### src/design/cache_config.svh
`ifndef CACHE_CONFIG_SVH
`define CACHE_CONFIG_SVH

// ########################################
// Cache geometry
// ########################################

// Set index width of the 2**CACHE_SET_BITS one-word lines
`define CACHE_SET_BITS 3

// Byte address width on both the core and the bus side
`define CACHE_ADDR_W 32

// ########################################
// Bus timing
// ########################################

// Cycles spent in bus wait before the access ends with an error
`define CACHE_BUS_TIMEOUT 16

`endif

### src/design/cache_pkg.sv
package cache_pkg;

`include "cache_config.svh"

    typedef logic [31:0] word_t;
    typedef logic [3:0]  strb_t;

    // Address splits into tag, set index and a 2-bit byte offset
    localparam int TAG_W = `CACHE_ADDR_W - 2 - `CACHE_SET_BITS;

    typedef struct packed {
        logic [`CACHE_ADDR_W-1:0] addr;
        logic                     read;
        logic                     write;
        strb_t                    sel;
        word_t                    wdata;
    } cache_req_t;

    typedef struct packed {
        word_t data;
        logic  miss;
        logic  err;                         // Bus timed out
    } cache_rsp_t;

    typedef struct packed {
        logic [`CACHE_ADDR_W-1:0] addr;
        logic                     read;
        logic                     write;
        strb_t                    sel;
        word_t                    wdata;
    } bus_req_t;

    typedef struct packed {
        logic             valid;
        logic [TAG_W-1:0] tag;
    } tag_entry_t;

    typedef enum logic [2:0] {IDLE, LOOKUP, BUS_WAIT, RESPOND, FLUSH} ctrl_state_t;

endpackage

### src/design/bus_wait_timer.sv
`timescale 1ns/1ps

`include "cache_config.svh"

module bus_wait_timer
(
    input  logic       i_clk,
    input  logic       i_rst,
    input  logic       i_run,
    output logic       o_expired,
    output logic [7:0] o_count
);

    localparam logic [7:0] TIMEOUT_CNT = 8'(`CACHE_BUS_TIMEOUT);

    logic [7:0] count_q;

    // ########################################
    // Wait counter
    // ########################################

    always_ff @(posedge i_clk)
    begin
        if (i_rst)
        begin
            count_q <= '0;
        end
        else if (!i_run)
        begin
            count_q <= '0;                  // Each bus access starts from zero
        end
        else if (count_q != 8'hff)
        begin
            count_q <= count_q + 8'd1;      // Saturates so expiry holds
        end
    end

    assign o_count   = count_q;
    assign o_expired = (count_q >= TIMEOUT_CNT);

endmodule

### src/design/cache_array.sv
`timescale 1ns/1ps

module cache_array
    import cache_pkg::*;
#(
    parameter type entry_t    = word_t,
    parameter int  DEPTH_BITS = 3
)
(
    input  logic                  i_clk,
    input  logic                  i_rst,
    input  logic [DEPTH_BITS-1:0] i_index,
    input  logic                  i_we,
    input  strb_t                 i_lane_we,
    input  entry_t                i_wdata,
    output entry_t                o_rdata
);

    localparam int DEPTH = 2 ** DEPTH_BITS;
    localparam int W     = $bits(entry_t);

    logic [W-1:0] mem [DEPTH];
    logic [W-1:0] bit_mask;
    logic [W-1:0] wdata_bits;
    logic [W-1:0] rdata_q;

    assign wdata_bits = i_wdata;

    // Byte lanes map onto bits 8 at a time and any bits above lane 3 follow lane 3
    always_comb
    begin
        for (int b = 0; b < W; b++)
        begin
            bit_mask[b] = i_lane_we[(b / 8 > 3) ? 3 : b / 8];
        end
    end

    always_ff @(posedge i_clk)
    begin
        if (i_we)
        begin
            mem[i_index] <= (mem[i_index] & ~bit_mask) | (wdata_bits & bit_mask);
        end
    end

    // Registered read that returns the old contents on a same-cycle write
    always_ff @(posedge i_clk)
    begin
        if (i_rst)
        begin
            rdata_q <= '0;
        end
        else
        begin
            rdata_q <= mem[i_index];
        end
    end

    assign o_rdata = entry_t'(rdata_q);

endmodule

### src/design/cache_ctrl_fsm.sv
`timescale 1ns/1ps

`include "cache_config.svh"

module cache_ctrl_fsm
    import cache_pkg::*;
(
    input  logic                       i_clk,
    input  logic                       i_rst,
    input  cache_req_t                 i_req,
    input  logic                       i_flush,
    input  tag_entry_t                 i_tag_rd,
    input  word_t                      i_data_rd,
    input  logic                       i_bus_ack,
    input  word_t                      i_bus_data,
    input  logic                       i_timeout,
    output logic [`CACHE_SET_BITS-1:0] o_index,
    output logic                       o_tag_we,
    output tag_entry_t                 o_tag_wdata,
    output logic                       o_data_we,
    output strb_t                      o_data_lanes,
    output word_t                      o_data_wdata,
    output bus_req_t                   o_bus,
    output logic                       o_wait,
    output logic                       o_ack,
    output cache_rsp_t                 o_rsp,
    output logic                       o_busy
);

    localparam int SET_W = `CACHE_SET_BITS;

    ctrl_state_t      state_q;
    cache_req_t       req_q;
    cache_rsp_t       rsp_q;
    bus_req_t         bus_q;
    logic [SET_W-1:0] flush_idx_q;
    logic             tag_ready_q;      // Array output belongs to req_q
    logic             hit_q;

    logic [SET_W-1:0] req_index;
    logic [TAG_W-1:0] req_tag;
    logic             lookup_hit;
    logic             req_pending;
    logic             bus_done;

    assign req_index   = req_q.addr[SET_W+1:2];
    assign req_tag     = req_q.addr[`CACHE_ADDR_W-1 -: TAG_W];
    assign lookup_hit  = i_tag_rd.valid && (i_tag_rd.tag == req_tag);
    assign req_pending = i_req.read || i_req.write;
    assign bus_done    = (state_q == BUS_WAIT) && i_bus_ack;

    // ########################################
    // State sequencing
    // ########################################

    always_ff @(posedge i_clk)
    begin
        if (i_rst)
        begin
            state_q     <= FLUSH;   // Invalidate all lines out of reset
            flush_idx_q <= '0;
            tag_ready_q <= 1'b0;
            bus_q       <= '0;
        end
        else
        begin
            case (state_q)
                IDLE:
                begin
                    tag_ready_q <= 1'b0;
                    if (req_pending)
                    begin
                        state_q <= LOOKUP;
                    end
                    else if (i_flush)
                    begin
                        state_q     <= FLUSH;
                        flush_idx_q <= '0;
                    end
                end
                LOOKUP:
                begin
                    if (!tag_ready_q)
                    begin
                        tag_ready_q <= 1'b1;
                    end
                    else if (req_q.read && lookup_hit)
                    begin
                        state_q <= RESPOND;
                    end
                    else
                    begin
                        state_q     <= BUS_WAIT;
                        bus_q.addr  <= req_q.addr;
                        bus_q.read  <= req_q.read;
                        bus_q.write <= req_q.write;
                        bus_q.sel   <= req_q.read ? 4'hf : req_q.sel;   // Fills take the whole word
                        bus_q.wdata <= req_q.wdata;
                    end
                end
                BUS_WAIT:
                begin
                    if (i_bus_ack || i_timeout)
                    begin
                        state_q     <= RESPOND;
                        bus_q.read  <= 1'b0;
                        bus_q.write <= 1'b0;
                    end
                end
                RESPOND:
                begin
                    state_q <= IDLE;
                end
                FLUSH:
                begin
                    flush_idx_q <= flush_idx_q + 1'b1;
                    if (flush_idx_q == '1)
                    begin
                        state_q <= IDLE;
                    end
                end
                default:
                begin
                    state_q <= IDLE;
                end
            endcase
        end
    end

    // ########################################
    // Request and response capture
    // ########################################

    always_ff @(posedge i_clk)
    begin
        case (state_q)
            IDLE:
            begin
                req_q <= i_req;
            end
            LOOKUP:
            begin
                hit_q      <= lookup_hit;
                rsp_q.data <= i_data_rd;
                rsp_q.miss <= 1'b0;
                rsp_q.err  <= 1'b0;
            end
            BUS_WAIT:
            begin
                rsp_q.miss <= req_q.read || !hit_q;
                rsp_q.data <= (i_bus_ack && req_q.read) ? i_bus_data : '0;
                rsp_q.err  <= !i_bus_ack;   // Only reaches RESPOND on ack or timeout
            end
            default:
            begin
                rsp_q <= rsp_q;
            end
        endcase
    end

    // Fill on read ack, merge the selected bytes on a write hit
    assign o_index      = (state_q == FLUSH) ? flush_idx_q : req_index;
    assign o_tag_we     = (state_q == FLUSH) || (bus_done && req_q.read);
    assign o_tag_wdata  = (state_q == FLUSH) ? tag_entry_t'('0)
                                             : tag_entry_t'{valid: 1'b1, tag: req_tag};
    assign o_data_we    = bus_done && (req_q.read || hit_q);
    assign o_data_lanes = req_q.read ? 4'hf : req_q.sel;
    assign o_data_wdata = req_q.read ? i_bus_data : req_q.wdata;

    assign o_bus  = bus_q;
    assign o_wait = (state_q == BUS_WAIT);
    assign o_ack  = (state_q == RESPOND);
    assign o_rsp  = rsp_q;
    assign o_busy = (state_q == FLUSH);

endmodule

### src/design/rv_cache_top.sv
`timescale 1ns/1ps

`include "cache_config.svh"

module rv_cache_top
    import cache_pkg::*;
(
    input  logic       i_clk,
    input  logic       i_rst,
    input  cache_req_t i_req,
    input  logic       i_flush,
    input  logic       i_bus_ack,
    input  word_t      i_bus_data,
    output bus_req_t   o_bus,
    output logic       o_ack,
    output cache_rsp_t o_rsp,
    output logic       o_busy
);

    logic [`CACHE_SET_BITS-1:0] index;
    logic                       tag_we;
    tag_entry_t                 tag_wdata;
    tag_entry_t                 tag_rd;
    logic                       data_we;
    strb_t                      data_lanes;
    word_t                      data_wdata;
    word_t                      data_rd;
    logic                       bus_wait;
    logic                       timeout;

    // ########################################
    // Control
    // ########################################

    cache_ctrl_fsm ctrl_i (
        .i_clk        (i_clk),
        .i_rst        (i_rst),
        .i_req        (i_req),
        .i_flush      (i_flush),
        .i_tag_rd     (tag_rd),
        .i_data_rd    (data_rd),
        .i_bus_ack    (i_bus_ack),
        .i_bus_data   (i_bus_data),
        .i_timeout    (timeout),
        .o_index      (index),
        .o_tag_we     (tag_we),
        .o_tag_wdata  (tag_wdata),
        .o_data_we    (data_we),
        .o_data_lanes (data_lanes),
        .o_data_wdata (data_wdata),
        .o_bus        (o_bus),
        .o_wait       (bus_wait),
        .o_ack        (o_ack),
        .o_rsp        (o_rsp),
        .o_busy       (o_busy)
    );

    bus_wait_timer timer_i (
        .i_clk     (i_clk),
        .i_rst     (i_rst),
        .i_run     (bus_wait),
        .o_expired (timeout),
        .o_count   ()
    );

    // ########################################
    // Storage
    // ########################################

    cache_array #(
        .entry_t    (tag_entry_t),
        .DEPTH_BITS (`CACHE_SET_BITS)
    ) tag_array_i (
        .i_clk     (i_clk),
        .i_rst     (i_rst),
        .i_index   (index),
        .i_we      (tag_we),
        .i_lane_we (4'hf),                  // Tags are always written whole
        .i_wdata   (tag_wdata),
        .o_rdata   (tag_rd)
    );

    cache_array #(
        .entry_t    (word_t),
        .DEPTH_BITS (`CACHE_SET_BITS)
    ) data_array_i (
        .i_clk     (i_clk),
        .i_rst     (i_rst),
        .i_index   (index),
        .i_we      (data_we),
        .i_lane_we (data_lanes),
        .i_wdata   (data_wdata),
        .o_rdata   (data_rd)
    );

endmodule

### config.mk
export PLATFORM = sky130hd
export DESIGN_NAME = rv_cache_top
export DESIGN_NICKNAME = d
export VERILOG_FILES = /design/src/design/cache_pkg.sv /design/src/design/bus_wait_timer.sv /design/src/design/cache_array.sv /design/src/design/cache_ctrl_fsm.sv /design/src/design/rv_cache_top.sv
export VERILOG_INCLUDE_DIRS = /design/src /design/src/design
export SDC_FILE = /design/constraint.sdc
export NUM_CORES = 1
export LEC_CHECK = 0
export ABC_CLOCK_PERIOD_IN_PS = 6370
export BUFFER_PORTS_ARGS = -buffer_cell sky130_fd_sc_hd__buf_2
export CAP_MARGIN = 20
export CORE_UTILIZATION = 47
export DETAILED_ROUTE_END_ITERATION = 8
export SETUP_SLACK_MARGIN = 0.05
export SYNTH_ARGS = -nofsm -noshare
export SYNTH_HDL_FRONTEND = slang
export SYNTH_SLANG_ARGS = --single-unit
### constraint.sdc
create_clock -name i_clk -period 6.37 [get_ports i_clk]
set_input_delay 1.274 -clock i_clk [delete_from_list [all_inputs] [get_ports i_clk]]
set_output_delay 1.274 -clock i_clk [all_outputs]
set_load 0.02 [all_outputs]
# ---- Word-level counts from Yosys, hierarchy flattened
# Memory sizes are Yosys's and may differ from the RTL's. A register that Yosys moved wholly into a read port is not among the register bits.
# Index checks and enable logic that the tools add are counted.
dict set report classes {
  add_sub_neg 2
  order_cmp 1
  eq_ne 14
  n_mux 25
  bitwise 6
  reduce_logical 22
}
# cell n
set op_table {}
lappend op_table {{$mux 38} 2}
lappend op_table {{$pmux 34 s2} 1}
lappend op_table {{$and 32x32->32} 2}
lappend op_table {{$mux 32} 2}
lappend op_table {{$not 32->32} 1}
lappend op_table {{$or 32x32->32} 1}
lappend op_table {{$mux 28} 1}
lappend op_table {{$eq 27x27->1} 1}
lappend op_table {{$mux 3} 8}
lappend op_table {{$pmux 3 s4} 1}
lappend op_table {{$add 8x1->8 const B} 1}
lappend op_table {{$ge 8x5->1 const B} 1}
lappend op_table {{$ne 2x2->1 const B} 4}
lappend op_table {{$ne 8x8->1 const B} 1}
lappend op_table {{$reduce_and 4->1} 2}
lappend op_table {{$eq 3x2->1 const B} 2}
lappend op_table {{$eq 3x3->1 const B} 2}
lappend op_table {{$logic_and 1x1->1} 6}
lappend op_table {{$pmux 3 s2} 1}
lappend op_table {{$reduce_and 3->1} 2}
lappend op_table {{$reduce_bool 2->1} 3}
lappend op_table {{$logic_or 1x1->1} 5}
lappend op_table {{$mux 1} 5}
lappend op_table {{$mux 4} 1}
lappend op_table {{other kinds (11)} 14}
dict set report word_totals {
  ff_bits 222
  ram_bits 480
  inputBits 106
  out_inout_bits 106
  memories 2
}
# name depth width rd rd_ports_with_merged_regs wr line_no
set mem_list {}
lappend mem_list {data_array_i.mem 8 32 1 0 1 cache_array.sv:22} ;# logic [W-1:0] mem [DEPTH];
lappend mem_list {tag_array_i.mem 8 28 1 1 1 cache_array.sv:22}

# ---- Longest topological paths before layout
dict set report depth {
  depth_word 6
  ltp_mapped 11
}

# ---- Cells and area by module
# A second synthesis with hierarchy kept.
dict set report unflattened {
  cells_unflattened 2036
  area_unflattened_um2 29360.7
}
# mod instances cells_per_inst area_per_inst_um2 seq_area_each_um2
set by_module_without_submodules {}
lappend by_module_without_submodules {{cache_array at data_array_i} 1 663 11136.9 8328.0}
lappend by_module_without_submodules {{cache_array at tag_array_i} 1 609 9915.8 7287.0}
lappend by_module_without_submodules {cache_ctrl_fsm 1 712 7865.0 4694.5}
lappend by_module_without_submodules {bus_wait_timer 1 51 439.2 160.2}
lappend by_module_without_submodules {rv_cache_top 1 1 3.8 0.0}

# ---- Worst setup path after synthesis
# OpenSTA, ideal clock, no wires.
dict set report synth_timing {
  kind {register to register}
  from {register ctrl_i.state_q[1]}
  to {memory data_array_i.mem[4][0] (netlist name), enable pin}
  t_arrival_ns 3.164
  required_time_ns 5.949
  path_slack_ns 2.785
  path_stages_with_launch 10
  n_path_buf 5
  period_less_slack_ns 3.585
  path_cell_list {dfxtp_1 buf_6 or3b_1 buf_6 mux2_4 buf_6 buf_6 clkbuf_1 inv_1 nor2_1}
}
dict set report synth_between {
  elab_chain_cells 5
  elab_cells_between_ends 7
}
# item line_no
set synth_rtl {}
lappend synth_rtl {{from (decl)} cache_ctrl_fsm.sv:32} ;# ctrl_state_t state_q;
lappend synth_rtl {{from (signal assigned)} cache_ctrl_fsm.sv:60} ;# state_q <= FLUSH;
lappend synth_rtl {{from (signal assigned)} cache_ctrl_fsm.sv:73} ;# state_q <= LOOKUP;
lappend synth_rtl {{from (signal assigned)} cache_ctrl_fsm.sv:77} ;# state_q <= FLUSH;
lappend synth_rtl {{$eq 3x2->1} cache_ctrl_fsm.sv:50} ;# assign bus_done = (state_q == BUS_WAIT) && i_bus_ack;
lappend synth_rtl {{$logic_and 1x1->1} cache_ctrl_fsm.sv:50}
lappend synth_rtl {{$logic_and 1x1->1} cache_ctrl_fsm.sv:166} ;# assign o_data_we = bus_done && (req_q.read || hit_q);
lappend synth_rtl {{$mux 1} cache_array.sv:40} ;# if (i_we)
lappend synth_rtl {{$mux 1 (not written as such)} cache_array.sv:42} ;# mem[i_index] <= (mem[i_index] & ~bit_mask) | (wdata_bits & bit_mask);
lappend synth_rtl {{to (decl)} cache_array.sv:22}
# Parallel ways exist; a longest one is shown, timed or not.

# ---- Worst setup path after layout
dict set report layout_timing {
  from {register ctrl_i.state_q[2]}
  to {memory tag_array_i.mem[0][8] (netlist name), enable pin}
}
dict set report layout_between {
  elab_chain_cells 6
  elab_cells_between_ends 8
}
# item line_no
set layout_rtl {}
lappend layout_rtl {{$eq 3x2->1} cache_ctrl_fsm.sv:50}
lappend layout_rtl {{$logic_and 1x1->1} cache_ctrl_fsm.sv:50}
lappend layout_rtl {{$logic_and 1x1->1} cache_ctrl_fsm.sv:163} ;# assign o_tag_we = (state_q == FLUSH) || (bus_done && req_q.read);
lappend layout_rtl {{$logic_or 1x1->1} cache_ctrl_fsm.sv:163}
lappend layout_rtl {{$mux 1} cache_array.sv:40}
lappend layout_rtl {{$mux 1 (not written as such)} cache_array.sv:42}
lappend layout_rtl {{to (decl)} cache_array.sv:22}
# Parallel ways exist; a longest one is shown, timed or not.

==> impl_metrics.toml <==
[status]
status = "completed"

[clock_network]
cts_sinks = 730
post_cts_buffers = 0
clkLatencyLatePin_ps = 630
path_clk_slew_ps = 60
cts_resized = 0
cts_hold_buf = 0
clock_path_buffers = 3
htreeDepth = 3
cts-root-buf = "clkbuf_16"
numCtsBuffers = 76
cts_tree = "done"

[logic_synthesis]
yosys_register_bits = 730
ys.warnings.count = 0
synth_edf_count = 585
synth_cells = 1925
ys_types = 60
syn-num-nets = 2035
syn_area_per_cell_um2 = 14.4
async_reset_ff_share_pct = 0
ys_seq_area_share_pct = 74.0
syn_area_mm2 = 0.0277
synthFlopType = "edfxtp_1"

[cells_and_area]
final_cell_area_mm2 = 0.0321
nFillCells = 4685
syn_to_final_growth_pct = 16.1
seq_area_mm2 = 0.0205
final_util_pct = 55.5
multi_input_area_mm2 = 0.00670
layout-drive-gt1-share_pct = 19.3
fin_nets = 2248

[worst_setup_path]
timing.rr.end = "tag_array_i.mem[0][8]$_DFFE_PP_"
reg2reg_from = "ctrl_i.state_q[2]$_SDFFE_PP1P_"
worstPathRequired_ps = 6660
crit_slowest_cell = "mux2_2"
worstSetupStartpointType = "flip-flop"
timing.critical_path.mode_cell = "buf_4"
path_class = "flip-flop to flip-flop"
reg2reg_depth = 6
crit_path_max_incr_delay_ps = 1050
end_kind = "flip-flop"
r2r_slack_ps = 2180
crit_path_max_fanout = 38
cp.arrival_ps = 4480
crit_chain = "or3b_2 > buf_4 > mux2_2 > inv_1 > nor2_2 > buf_4"

[power_and_ir_drop]
power.density_mw_per_mm2 = 322
irDropWorstVdd_mv = 0.232
p_leak_nw = 11.8

[timing]
period_minus_slack_ps = 4190
setup_viol = 0
tightest_slew_ps = 1120
rsz0062_at_grt = "false"
fin_worst_skew_ps = 28.5
relSlewSlack_pct = 25.5
max_freq_mhz = 239
fin_tns_setup_ps = 0
drv_slew = 0
hold_slack_ps = 458
layout_setup_ws_ps = 2180
hold_viol_final = 0
final.period_utilization_pct = 65.8

[drt]
wl_per_cell_um = 24.4
drt_iter0_drc = 1643
first_pass_iters = 5
ant_nets = 0
wl_um = 72500
via_per_inst = 5.75
vias = 17100
drc = 0

[grt]
grt_pass1_vias = 16700
grt_max_degree = 62
antenna_found_initial = 2
grt-ovfl-total = 0
grt_use_total_pct = 24.2
grt_pass1_wl_um = 107000

[die]
num_rows = 88
io_pins = 212
dieArea_mm2 = 0.0598
start_util_pct = 47.8
die_h_um = 245
die_w_um = 245
core_mm2 = 0.0579

[min_path]
hold_start = "ctrl_i.o_bus[35]$_SDFFE_PP0P_"
hold_path_depth = 2
hold_class = "flip-flop to flip-flop"
hold_end = "ctrl_i.o_bus[35]$_SDFFE_PP0P_"

[place]
post_dp_cell_area_mm2 = 0.0296
dp_hpwl_um = 43200
portBuffers = 211
gp_congestion = 0.835
dpl_worst_slack_ps = 2220

[job]
maxCapViolations = 0
[stage by stage]
| stage | std cells | total power [mW] |
|---|---|---|
| finish | 2969 | 10.3 |
| global route | 2969 | 10.6 |
| detailed placement | 2823 | 5.99 |
| global placement | 2823 | 5.98 |
| CTS | 2965 | 10.4 |
| floorplan | 1925 | 5.76 |
[worst max-delay path by stage]
stage,from,endpoint,slack (ps)
final,ctrl_i.state_q[2]$_SDFFE_PP1P_,tag_array_i.mem[0][8]$_DFFE_PP_,2180
after global routing,ctrl_i.state_q[2]$_SDFFE_PP1P_,tag_array_i.mem[0][8]$_DFFE_PP_,2000
after CTS,ctrl_i.state_q[2]$_SDFFE_PP1P_,tag_array_i.mem[0][8]$_DFFE_PP_,2180
after detailed placement,ctrl_i.state_q[2]$_SDFFE_PP1P_,tag_array_i.mem[0][23]$_DFFE_PP_,2220
after global placement,ctrl_i.state_q[2]$_SDFFE_PP1P_,tag_array_i.mem[0][4]$_DFFE_PP_,2270
after floorplan,ctrl_i.state_q[1]$_SDFFE_PP0P_,data_array_i.mem[4][0]$_DFFE_PP_,2790
[worst max-delay path: cells and delay by family (launching register included)]
kind          cells  cell delay (ps)
buf+inv           3             1000
flops             1              510
mux               1             1050
simple gates      2             1250
[layer usage]
metal	global-route usage (%)	wire [um]	vias up
met2	38.4	34200	598
met4	7.41	1800	0
met3	3.97	4630	110
li1	-	-	7695
met1	34.2	31900	8675
met5	0	0	-
[cells in the mapped netlist (11+ instances only)]
cell      number  area [um^2]
edfxtp_1     585        17600
nor2_1       212          796
nand2_1      161          604
dfxtp_1      145         2900
a22oi_1      111          833
mux2i_1      107         1070
clkbuf_1      62          233
a21oi_1       58          290
nand3_1       52          260
buf_2         38          190
o21ai_0       37          185
a221oi_1      29          254
a31oi_1       28          175
and2_1        28          175
nor4_1        26          163
a22o_1        25          219
inv_1         19         71.3
nor3_1        16         80.1
xnor2_1       16          140
xor2_1        13          114
nor2b_1       11         68.8
o211ai_1      11         82.6
[layout by cell type (no fill, tap or decap), drive strengths merged, types with 4 or more instances in the layout]
master   Yosys  final
ha           4      4
a21oi       59     59
or3b         5      5
o22a         5      5
o21ai       37     37
o211ai      11     11
nor3        16     16
nand3b       6      6
nor2b       11     11
and2        28     28
xor2        13     13
bufinv       0      6
and3        10     10
nand3       52     52
nor3b        9      9
xnor2       16     16
a221oi      30     30
nor2       213    213
nand2      161    161
inv         19     22
mux2i      109    109
clkbuf      62    108
buf         56    253
o31ai        6      6
mux2         9      9
a21o         7      7
edfxtp     585    585
nand4        6      6
a211oi       8      8
nand2b       4      4
a22oi      121    121
a22o        25     25
clkinv       0     23
dfxtp      145    145
a31oi       28     28
a2111oi      4      4
nor4        26     26
[kinds of logic (layout without fill, tap and decap cells)]
group / after synthesis / count (layout) / synth area share [%]
flip-flops: 730 / 730 / 74.0
AND/OR/NAND/NOR: 559 / 559 / 9.16
AO/OA/AOI/OAI: 348 / 348 / 9.04
buffers and inverters: 137 / 414 / 2.29
multiplexers: 118 / 118 / 4.41
XOR/XNOR: 29 / 29 / 0.918
adder cells (fa/ha/maj): 4 / 4 / 0.181
other: 0 / 2 / 0
[state kept, by name (all words and copies together), names as in the netlist, 8 cells and up]
register,flops
data_array_i.mem,256
tag_array_i.mem,224
ctrl_i.o_bus,70
ctrl_i.req_q,67
ctrl_i.o_rsp,34
data_array_i.o_rdata,32
tag_array_i.o_rdata,28
timer_i.o_count,8
[power breakdown]
group	switching [mW]	internal (mW)
logic	0.383	0.192
clock network	1.84	2.62
registers	0.0499	5.26
[final cells by class]
| cell class | count | share of cell area, % |
|---|---|---|
| clock inverters | 34 | 1.23 |
| well taps | 765 | 2.98 |
| clock buffers | 108 | 6.67 |
| inverters | 19 | 0.226 |
| multi-input cells | 1058 | 20.9 |
| repair buffers | 253 | 4.32 |
| diodes | 2 | 0.0156 |
| flip-flops and latches | 730 | 63.7 |
Note: power is estimated with default switching activity, not from simulation.
